===== src/hw/mem_access_pkg.sv =====
// Access kinds and data types passed between decode, bus control and writeback
// Load extension codes also select the store byte lanes
package mem_access_pkg;

    typedef logic [31:0] word_t;

    typedef enum logic [2:0] {
        NONE,
        SCALAR_LOAD,
        SCALAR_STORE,
        VECTOR_LOAD,
        VECTOR_STORE
    } access_kind_t;

    typedef enum logic [2:0] {
        EXT_BYTE,
        EXT_BYTE_U,
        EXT_HALF,
        EXT_HALF_U,
        EXT_WORD
    } load_ext_t;

endpackage


===== src/hw/rv32_instr_pkg.sv =====
// RV32 load/store and vector unit-stride encodings
// Only the opcodes and width codes that the memory stage handles are named
package rv32_instr_pkg;

    typedef enum logic [6:0] {
        LOAD     = 7'b0000011,
        STORE    = 7'b0100011,
        LOAD_FP  = 7'b0000111,
        STORE_FP = 7'b0100111
    } opcode_t;

    // funct3 width field where code 6 selects 32-bit vector elements
    typedef enum logic [2:0] {
        W_BYTE   = 3'b000,
        W_HALF   = 3'b001,
        W_WORD   = 3'b010,
        W_BYTE_U = 3'b100,
        W_HALF_U = 3'b101,
        W_VEC32  = 3'b110
    } width_t;

    // I and S formats share everything but the placement of imm[4:0]
    typedef struct packed {
        logic [6:0] imm_11_5;
        logic [4:0] rs2_imm_4_0;
        logic [4:0] rs1;
        width_t     funct3;
        logic [4:0] rd_imm_4_0;
        opcode_t    opcode;
    } scalar_ls_t;

    typedef struct packed {
        logic [2:0] nf;
        logic       mew;
        logic [1:0] mop;
        logic       vm;
        logic [4:0] lumop_rs2;
        logic [4:0] rs1;
        width_t     width;
        logic [4:0] vd_vs3;
        opcode_t    opcode;
    } vector_ls_t;

    typedef union packed {
        scalar_ls_t s;
        vector_ls_t v;
    } mem_instr_u;

endpackage

===== src/hw/vmem_stage_top.sv =====
// Memory stage for scalar and unit-stride vector loads and stores
// NUM_LANES must be a power of two from 2 to 8
// One instruction in flight; instr_valid while busy is dropped
`timescale 1ns/1ps

module vmem_stage_top #(
    parameter int NUM_LANES = 4
) (
    input  logic                                   CLK,
    input  logic                                   reset,
    input  logic                                   instr_valid,
    input  rv32_instr_pkg::mem_instr_u             instr,
    input  mem_access_pkg::word_t                  rs1_data,
    input  mem_access_pkg::word_t                  rs2_data,
    input  mem_access_pkg::word_t [NUM_LANES-1:0]  vstore_data,
    input  logic [NUM_LANES-1:0]                   vlane_mask,
    output logic                                   busy,
    output logic                                   done,
    output logic                                   reg_write,
    output logic [4:0]                             rd,
    output mem_access_pkg::word_t                  reg_wdata,
    output logic [NUM_LANES-1:0]                   vlane_wen,
    output logic [4:0]                             vd,
    output mem_access_pkg::word_t [NUM_LANES-1:0]  vlane_wdata,
    output logic                                   mal_addr,
    output logic                                   illegal_instr,
    output logic                                   dren,
    output logic                                   dwen,
    output mem_access_pkg::word_t                  daddr,
    output mem_access_pkg::word_t                  dwdata,
    output logic [3:0]                             dbyte_en,
    input  logic                                   dbusy,
    input  mem_access_pkg::word_t                  drdata
);

    import mem_access_pkg::*;

    logic                        start;
    logic                        finish;
    access_kind_t                kind;
    load_ext_t                   ext;
    word_t                       base_addr;
    word_t                       store_word;
    word_t [NUM_LANES-1:0]       vstore_words;
    logic [NUM_LANES-1:0]        lane_mask;
    logic [4:0]                  dest;
    logic                        misaligned;
    logic                        illegal;
    logic                        req_ren;
    logic                        req_wen;
    word_t                       req_addr;
    word_t                       req_wdata;
    load_ext_t                   req_ext;
    logic [$clog2(NUM_LANES)-1:0] cur_lane;
    logic                        last;
    logic                        access_done;
    word_t                       load_data;

    mem_instr_decode #(.NUM_LANES(NUM_LANES)) decode_i (
        .CLK, .reset, .instr_valid, .instr, .rs1_data, .rs2_data, .vstore_data,
        .vlane_mask, .busy, .start, .kind, .ext, .base_addr, .store_word,
        .vstore_words, .lane_mask, .dest, .misaligned, .illegal, .finish
    );

    mem_serializer #(.NUM_LANES(NUM_LANES)) serializer_i (
        .CLK, .reset, .start, .kind, .ext, .base_addr, .store_word, .vstore_words,
        .lane_mask, .misaligned, .illegal, .access_done, .req_ren, .req_wen,
        .req_addr, .req_wdata, .req_ext, .cur_lane, .last
    );

    load_store_controller lsc_i (
        .req_ren, .req_wen, .req_addr, .req_wdata, .req_ext, .dbusy, .drdata,
        .dren, .dwen, .daddr, .dwdata, .dbyte_en, .access_done, .load_data
    );

    mem_writeback #(.NUM_LANES(NUM_LANES)) writeback_i (
        .CLK, .reset, .kind, .dest, .cur_lane, .access_done, .load_data, .last,
        .misaligned, .illegal, .reg_write, .rd, .reg_wdata, .vlane_wen, .vd,
        .vlane_wdata, .done, .mal_addr, .illegal_instr, .finish
    );

endmodule


===== src/hw/mem_writeback.sv =====
// Registers load results, one vector lane per completed access
// finish is combinational and lets the decoder drop busy as done rises
`timescale 1ns/1ps

module mem_writeback #(
    parameter int NUM_LANES = 4
) (
    input  logic                                   CLK,
    input  logic                                   reset,
    input  mem_access_pkg::access_kind_t           kind,
    input  logic [4:0]                             dest,
    input  logic [$clog2(NUM_LANES)-1:0]           cur_lane,
    input  logic                                   access_done,
    input  mem_access_pkg::word_t                  load_data,
    input  logic                                   last,
    input  logic                                   misaligned,
    input  logic                                   illegal,
    output logic                                   reg_write,
    output logic [4:0]                             rd,
    output mem_access_pkg::word_t                  reg_wdata,
    output logic [NUM_LANES-1:0]                   vlane_wen,
    output logic [4:0]                             vd,
    output mem_access_pkg::word_t [NUM_LANES-1:0]  vlane_wdata,
    output logic                                   done,
    output logic                                   mal_addr,
    output logic                                   illegal_instr,
    output logic                                   finish
);

    import mem_access_pkg::*;

    logic scalar_wb;
    logic vector_wb;

    assign scalar_wb = access_done && (kind == SCALAR_LOAD);
    assign vector_wb = access_done && (kind == VECTOR_LOAD);
    assign finish    = last;

    always_ff @(posedge CLK) begin
        if (reset) begin
            reg_write     <= 1'b0;
            vlane_wen     <= '0;
            done          <= 1'b0;
            mal_addr      <= 1'b0;
            illegal_instr <= 1'b0;
        end else begin
            reg_write <= scalar_wb;
            vlane_wen <= '0;
            if (vector_wb) begin
                vlane_wen[cur_lane] <= 1'b1;
            end
            done          <= last;
            mal_addr      <= last && misaligned;
            illegal_instr <= last && illegal;
        end
    end

    // Result data
    always_ff @(posedge CLK) begin
        if (scalar_wb) begin
            rd        <= dest;
            reg_wdata <= load_data;
        end
        if (vector_wb) begin
            vd                    <= dest;
            vlane_wdata[cur_lane] <= load_data;
        end
    end

endmodule


===== src/hw/load_store_controller.sv =====
// Combinational bridge from a lane request to the data bus
// Requests are assumed aligned to their width; drdata is used only while dbusy is low
`timescale 1ns/1ps

module load_store_controller (
    input  logic                       req_ren,
    input  logic                       req_wen,
    input  mem_access_pkg::word_t      req_addr,
    input  mem_access_pkg::word_t      req_wdata,
    input  mem_access_pkg::load_ext_t  req_ext,
    input  logic                       dbusy,
    input  mem_access_pkg::word_t      drdata,
    output logic                       dren,
    output logic                       dwen,
    output mem_access_pkg::word_t      daddr,
    output mem_access_pkg::word_t      dwdata,
    output logic [3:0]                 dbyte_en,
    output logic                       access_done,
    output mem_access_pkg::word_t      load_data
);

    import mem_access_pkg::*;

    logic [4:0] shamt;
    word_t      rdata_sh;

    assign shamt = {req_addr[1:0], 3'b000};

    assign dren        = req_ren;
    assign dwen        = req_wen;
    assign daddr       = {req_addr[31:2], 2'b00};
    assign dwdata      = req_wdata << shamt;
    assign access_done = (req_ren || req_wen) && !dbusy;

    always_comb begin
        case (req_ext)
            EXT_BYTE, EXT_BYTE_U: dbyte_en = 4'b0001 << req_addr[1:0];
            EXT_HALF, EXT_HALF_U: dbyte_en = 4'b0011 << {req_addr[1], 1'b0};
            default:              dbyte_en = 4'b1111;
        endcase
    end

    // Bring the addressed bytes down to bit 0, then extend
    assign rdata_sh = drdata >> shamt;

    always_comb begin
        case (req_ext)
            EXT_BYTE:   load_data = {{24{rdata_sh[7]}}, rdata_sh[7:0]};
            EXT_BYTE_U: load_data = {24'h0, rdata_sh[7:0]};
            EXT_HALF:   load_data = {{16{rdata_sh[15]}}, rdata_sh[15:0]};
            EXT_HALF_U: load_data = {16'h0, rdata_sh[15:0]};
            default:    load_data = drdata;
        endcase
    end

endmodule


===== src/hw/mem_serializer.sv =====
// One bus request per enabled lane, lowest lane first
// A scalar access runs as a single step on lane 0
`timescale 1ns/1ps

module mem_serializer #(
    parameter int NUM_LANES = 4
) (
    input  logic                                   CLK,
    input  logic                                   reset,
    input  logic                                   start,
    input  mem_access_pkg::access_kind_t           kind,
    input  mem_access_pkg::load_ext_t              ext,
    input  mem_access_pkg::word_t                  base_addr,
    input  mem_access_pkg::word_t                  store_word,
    input  mem_access_pkg::word_t [NUM_LANES-1:0]  vstore_words,
    input  logic [NUM_LANES-1:0]                   lane_mask,
    input  logic                                   misaligned,
    input  logic                                   illegal,
    input  logic                                   access_done,
    output logic                                   req_ren,
    output logic                                   req_wen,
    output mem_access_pkg::word_t                  req_addr,
    output mem_access_pkg::word_t                  req_wdata,
    output mem_access_pkg::load_ext_t              req_ext,
    output logic [$clog2(NUM_LANES)-1:0]           cur_lane,
    output logic                                   last
);

    import mem_access_pkg::*;

    localparam int LANE_W = $clog2(NUM_LANES);

    logic [NUM_LANES-1:0] remain;
    logic [NUM_LANES-1:0] first_mask;
    logic [NUM_LANES-1:0] pend;
    logic [NUM_LANES-1:0] next_mask;
    logic                 is_vec;
    logic                 is_load;

    assign is_vec  = (kind == VECTOR_LOAD) || (kind == VECTOR_STORE);
    assign is_load = (kind == SCALAR_LOAD) || (kind == VECTOR_LOAD);

    // Lanes still to run; nothing runs for faulting or illegal accesses
    always_comb begin
        if (misaligned || illegal || kind == NONE) begin
            first_mask = '0;
        end else if (is_vec) begin
            first_mask = lane_mask;
        end else begin
            first_mask = {{(NUM_LANES-1){1'b0}}, 1'b1};
        end
    end

    assign pend = start ? first_mask : remain;

    // Lowest pending lane wins
    always_comb begin
        cur_lane = '0;
        for (int i = NUM_LANES - 1; i >= 0; i--) begin
            if (pend[i]) begin
                cur_lane = LANE_W'(i);
            end
        end
    end

    assign next_mask = pend & ~(NUM_LANES'(1) << cur_lane);

    assign req_ren   = (|pend) && is_load;
    assign req_wen   = (|pend) && !is_load;
    assign req_addr  = base_addr + word_t'({cur_lane, 2'b00});
    assign req_wdata = is_vec ? vstore_words[cur_lane] : store_word;
    assign req_ext   = ext;

    assign last = (start && first_mask == '0) || (access_done && next_mask == '0);

    always_ff @(posedge CLK) begin
        if (reset) begin
            remain <= '0;
        end else if (access_done) begin
            remain <= next_mask;
        end else if (start) begin
            remain <= first_mask;
        end
    end

endmodule


===== src/hw/mem_instr_decode.sv =====
// Captures one instruction at a time and holds it until finish
// Vector accesses with vm set use all lanes, otherwise vlane_mask
// Vector base address is assumed word aligned and is not checked
`timescale 1ns/1ps

module mem_instr_decode #(
    parameter int NUM_LANES = 4
) (
    input  logic                                   CLK,
    input  logic                                   reset,
    input  logic                                   instr_valid,
    input  rv32_instr_pkg::mem_instr_u             instr,
    input  mem_access_pkg::word_t                  rs1_data,
    input  mem_access_pkg::word_t                  rs2_data,
    input  mem_access_pkg::word_t [NUM_LANES-1:0]  vstore_data,
    input  logic [NUM_LANES-1:0]                   vlane_mask,
    output logic                                   busy,
    output logic                                   start,
    output mem_access_pkg::access_kind_t           kind,
    output mem_access_pkg::load_ext_t              ext,
    output mem_access_pkg::word_t                  base_addr,
    output mem_access_pkg::word_t                  store_word,
    output mem_access_pkg::word_t [NUM_LANES-1:0]  vstore_words,
    output logic [NUM_LANES-1:0]                   lane_mask,
    output logic [4:0]                             dest,
    output logic                                   misaligned,
    output logic                                   illegal,
    input  logic                                   finish
);

    import rv32_instr_pkg::*;
    import mem_access_pkg::*;

    logic           accept;
    word_t          imm_i;
    word_t          imm_s;
    access_kind_t   d_kind;
    load_ext_t      d_ext;
    word_t          d_addr;
    logic [4:0]     d_dest;
    logic [NUM_LANES-1:0] d_mask;
    logic           d_illegal;
    logic           d_mis;

    assign accept = instr_valid && !busy;
    assign imm_i  = {{20{instr.s.imm_11_5[6]}}, instr.s.imm_11_5, instr.s.rs2_imm_4_0};
    assign imm_s  = {{20{instr.s.imm_11_5[6]}}, instr.s.imm_11_5, instr.s.rd_imm_4_0};

    always_comb begin
        d_kind    = NONE;
        d_ext     = EXT_WORD;
        d_addr    = rs1_data;
        d_dest    = instr.s.rd_imm_4_0;
        d_mask    = vlane_mask;
        d_illegal = 1'b0;
        case (instr.s.opcode)
            LOAD, STORE: begin
                d_kind = (instr.s.opcode == LOAD) ? SCALAR_LOAD : SCALAR_STORE;
                d_addr = rs1_data + ((instr.s.opcode == LOAD) ? imm_i : imm_s);
                case (instr.s.funct3)
                    W_BYTE:   d_ext = EXT_BYTE;
                    W_HALF:   d_ext = EXT_HALF;
                    W_WORD:   d_ext = EXT_WORD;
                    W_BYTE_U: d_ext = EXT_BYTE_U;
                    W_HALF_U: d_ext = EXT_HALF_U;
                    default:  d_illegal = 1'b1;
                endcase
                // Unsigned widths exist for loads only
                if (instr.s.opcode == STORE && instr.s.funct3[2]) begin
                    d_illegal = 1'b1;
                end
            end
            LOAD_FP, STORE_FP: begin
                d_kind = (instr.v.opcode == LOAD_FP) ? VECTOR_LOAD : VECTOR_STORE;
                d_dest = instr.v.vd_vs3;
                d_mask = instr.v.vm ? '1 : vlane_mask;
                if (instr.v.width != W_VEC32 || instr.v.mop != 2'b00 || instr.v.nf != 3'b000) begin
                    d_illegal = 1'b1;
                end
            end
            default: d_illegal = 1'b1;
        endcase
        if (d_illegal) begin
            d_kind = NONE;
        end
    end

    // Alignment only matters for scalar accesses
    always_comb begin
        d_mis = 1'b0;
        if (d_kind == SCALAR_LOAD || d_kind == SCALAR_STORE) begin
            if (d_ext == EXT_HALF || d_ext == EXT_HALF_U) begin
                d_mis = d_addr[0];
            end else if (d_ext == EXT_WORD) begin
                d_mis = |d_addr[1:0];
            end
        end
    end

    always_ff @(posedge CLK) begin
        if (reset) begin
            busy  <= 1'b0;
            start <= 1'b0;
        end else begin
            start <= accept;
            if (accept) begin
                busy <= 1'b1;
            end else if (finish) begin
                busy <= 1'b0;
            end
        end
    end

    always_ff @(posedge CLK) begin
        if (accept) begin
            kind         <= d_kind;
            ext          <= d_ext;
            base_addr    <= d_addr;
            store_word   <= rs2_data;
            vstore_words <= vstore_data;
            lane_mask    <= d_mask;
            dest         <= d_dest;
            misaligned   <= d_mis;
            illegal      <= d_illegal;
        end
    end

endmodule


===== config.mk =====
export PLATFORM = sky130hd
export DESIGN_NAME = vmem_stage_top
export DESIGN_NICKNAME = d
export VERILOG_FILES = /design/src/hw/mem_access_pkg.sv /design/src/hw/rv32_instr_pkg.sv /design/src/hw/vmem_stage_top.sv /design/src/hw/mem_writeback.sv /design/src/hw/load_store_controller.sv /design/src/hw/mem_serializer.sv /design/src/hw/mem_instr_decode.sv
export SDC_FILE = /design/constraint.sdc
export NUM_CORES = 1
export LEC_CHECK = 0
export ABC_AREA = 1
export BUFFER_PORTS_ARGS = -buffer_cell sky130_fd_sc_hd__buf_2
export CAP_MARGIN = 10
export CORE_AREA = 2 2 221 223
export DETAILED_ROUTE_END_ITERATION = 8
export DIE_AREA = 0 0 223 225
export PLACE_DENSITY = 0.66
export SLEW_MARGIN = 20
export SYNTH_ARGS = -nofsm -noshare
export SYNTH_HDL_FRONTEND = slang
export SYNTH_HIERARCHICAL = 1
export SYNTH_SLANG_ARGS = --single-unit

===== constraint.sdc =====
create_clock -name CLK -period 18.2 [get_ports CLK]
set_input_delay 4.55 -clock CLK [delete_from_list [all_inputs] [get_ports CLK]]
set_output_delay 4.55 -clock CLK [all_outputs]
set_load 0.01 [all_outputs]

==> flow_summary_export.csv <==
group,metric,value,unit
die,die_w,223,um
setup_path,reg2reg_to,"writeback_i/vlane_wdata[69]",
global_routing,antenna_found_initial,26,
drt,dr.first_iter.drc_count,1441,
logic_synthesis,seq_area_frac_synth,0.6185,
logic_synthesis,synthesis.area,18850,um^2
logic_synthesis,avgSynthCellArea,10.05,um^2
drt,vias,15540,
logic_synthesis,yosysMostFrequentCell,"nand2_1",
final_layout,drive_gt1_frac,0.2715,
final_layout,fin_util,0.4856,
setup_path,crit_path_start_kind,"flop",
clocking,cts_hold_buf,0,
global_routing,grt_overflow,0,
die,core-area,47550,um^2
global_routing,grt_max_degree,78,
logic_synthesis,synth-edff-count,379,
logic_synthesis,async_reset_ff_frac,0,
logic_synthesis,ys_ff_latch,393,
sta,finalCriticalPeriod,10120,ps
pwr,switchingPower,0.5507,mW
logic_synthesis,syn_inst,1876,
pwr,leakage,10.12,nW
min_path,hold_depth,0,
die,die_y,225,um
drt,via_per_inst,5.161,
drt,antenna_left,0,
die,initial_core_util,0.3966,
setup_path,cp-endpoint,"daddr[20]",
sta,slew_violations,0,
logic_synthesis,netlist.area_leader.share,0.6036,
die,row_count,80,
global_routing,track_usage,0.2389,
setup_path,critPathRequiredTime,13650,ps
placed_design,dpl.hpwl,46720,um
clocking,clk_latency,550,ps
outcome,status,"completed",
drt,met1Wirelength,24050,um
drt,wl_met3,5466,um
clocking,cts-root-buf,"clkbuf_16",
min_path,hp-class,"flop to flop",
sta,rsz0062_at_grt,"no",
drt,wirelength,62120,um
pwr,sequentialPowerShare,0.491,
setup_path,cp-startpoint,"decode_i/kind[0]",
placed_design,portBuffers,505,
logic_synthesis,synth_ff_type,"edfxtp_1",
run,cap_viol_max_count,0,
sta,hold_viol,0,
global_routing,grt_pass1_wl,89410,um
sta,setup_viol,0,
clocking,clock_path_buffers,3,
logic_synthesis,yosysWarnings,6,
sta,slew-limit-headroom,0.3371,
setup_path,crit_type,"flop to output pin",
setup_path,r2r_slack,12990,ps
clocking,postCtsSetupRepairBufs,0,
logic_synthesis,synth_top_area_cell,"edfxtp_1",
drt,wl_met2,30550,um
drt,wl_per_cell,20.63,um
setup_path,path_max_fanout,67,
clocking,clock_sinks,393,
sta,setup_tns,0,ps
pwr,p_int,1.588,mW
global_routing,grt_pass1_vias,14550,
drt,dr.pass1.iters,6,
final_layout,area_growth,22.46,%
logic_synthesis,synth_cell_types,55,
clocking,htree_levels,2,
placed_design,gp_congestion,0.9797,
setup_path,worst_setup_path_end_kind,"output pin",
logic_synthesis,synth_area_leaders,"edfxtp_1 60%, nand2_1 10%, nor2_1 3.8%",
logic_synthesis,synthTopCellsByCount,"526 x nand2_1, 379 x edfxtp_1, 193 x nor2_1",
sta,clock.fmax,98.82,MHz
setup_path,reg2reg_depth,16,
final_layout,num-fill-cells,4388,
die,io_pins,513,
pwr,comb_power_share,0.138,
clocking,cts_buffers,40,
clocking,cts_resized,0,
clocking,cts_tree,"built",
drt,drc_errors,0,
pwr,pwr-share-clk,0.372,
pwr,p_per_area,92.65,nW/um^2
setup_path,arrival,5570,ps
pwr,netSwitchingFraction,0.2575,
setup_path,rr_startpoint,"decode_i/kind[0]",
final_layout,final_nets,2643,
clocking,path_clk_slew,60,ps
sta,worst_pin_slew,994.4,ps
sta,min_period_over_period,0.5560,
pwr,ir_drop,58.15,uV
drt,top_layer,"met5",
die,dieArea,50180,um^2
sta,worst_clock_skew,11.70,ps
==> final cells by class <==
type | count | area, um^2 | area share
Clock buffer | 49 | 1056 | 0.04574
Timing Repair Buffer | 519 | 2693 | 0.1166
Antenna cell | 20 | 50.05 | 0.002168
Inverter | 197 | 739.5 | 0.03203
Tap cell | 615 | 769.5 | 0.03333
Clock inverter | 24 | 197.7 | 0.008562
Multi-Input combinational cell | 1194 | 5922 | 0.2565
Sequential cell | 393 | 11660 | 0.5051
==> kinds of logic (layout without fill, tap and decap cells) <==
kind of cell / Yosys count / count (layout) / synth area share
AO/OA/AOI/OAI: 207 / 207 / 0.06304
XOR/XNOR: 39 / 39 / 0.01812
adder cells (fa/ha/maj): 34 / 34 / 0.02296
buffers and inverters: 290 / 789 / 0.06961
flip-flops: 393 / 393 / 0.6185
multiplexers: 5 / 5 / 0.002986
other: 1 / 22 / 0.0001989
AND/OR/NAND/NOR: 907 / 907 / 0.2046
==> worst min path at each step <==
stage | from | end | slack, ps
floorplan | decode_i/dest[0] | writeback_i/rd[0] | 420
global placement | decode_i/dest[0] | writeback_i/rd[0] | 460
detailed placement | decode_i/dest[1] | writeback_i/rd[1] | 460
CTS | decode_i/dest[1] | writeback_i/rd[1] | 470
global route | decode_i/dest[2] | writeback_i/rd[2] | 490
finish | decode_i/dest[2] | writeback_i/rd[2] | 470
==> power by group through the flow <==
stage | Sequential (mW) | Combinational [mW] | Clock [mW]
floorplan | 1.08 | 0.183 | 0
global placement | 1.07 | 0.285 | 0
detailed placement | 1.07 | 0.289 | 0
CTS | 1.05 | 0.290 | 0.810
global route | 1.05 | 0.324 | 0.845
finish | 1.05 | 0.295 | 0.795
==> cell usage in the layout (no fill, tap or decap), drive strengths merged, types with 2 or more instances in the layout <==
cell type / instances
diode: 20
a22oi: 13
nor3: 25
nor3b: 3
nor4: 8
clkinvlp: 2
or2: 5
nor2: 201
bufinv: 3
clkbuf: 49
o221ai: 4
a21oi: 63
conb: 2
clkinv: 18
inv: 198
edfxtp: 379
a21o: 2
o21bai: 3
o21ai: 82
nand4: 6
xnor2: 17
dfxtp: 14
and2: 3
xor2: 22
nand3: 112
a31oi: 32
ha: 33
buf: 519
nand3b: 4
mux2: 5
o211ai: 3
nand2: 540
==> state kept, by name (all words and copies together) (netlist names), 5 cells and up <==
| name | cells |
|---|---|
| writeback_i/vlane_wdata | 128 |
| decode_i/base_addr | 32 |
| writeback_i/rd | 5 |
| decode_i/store_word | 32 |
| writeback_i/reg_wdata | 32 |
| writeback_i/vd | 5 |
| decode_i/vstore_words | 128 |
| decode_i/dest | 5 |
==> layer usage <==
layer	GRT usage	up-vias
met5	0	-
met4	0.08140	6
met3	0.05007	117
met2	0.4143	792
met1	0.2970	7377
li1	-	7247
==> metrics by stage <==
| stage | setup slack (ps) | power [mW] | cells | instance area (um^2) | hold slack, ps |
|---|---|---|---|---|---|
| after floorplan | 3974 | 1.258 | 1877 | 18860 | 421.5 |
| after global placement | 8610 | 1.353 | 2913 | 21690 | 462.3 |
| after detailed placement | 8541 | 1.359 | 2914 | 21710 | 458.0 |
| after CTS | 7950 | 2.151 | 2987 | 22970 | 471.0 |
| after global routing | 7721 | 2.221 | 3005 | 23070 | 493.5 |
| final | 8080 | 2.139 | 3011 | 23090 | 465.3 |
==> worst max-delay path, stage by stage, from the launching register on <==
cell and delay (ps):
edfxtp_1 500, nor2_2 180, nand2_1 90, nand2_2 60, buf_4 580, nand3_1 160
nand2_1 90, nand2_1 80, inv_2 590, nor2_1 150, o21ai_2 150, buf_4 400
inv_2 460, ha_1 390, ha_1 190, inv_1 110, nand2_1 130, nand3_2 150
nor3_2 60, xor2_1 280, buf_2 200
Power figures use the tool's default switching activity.
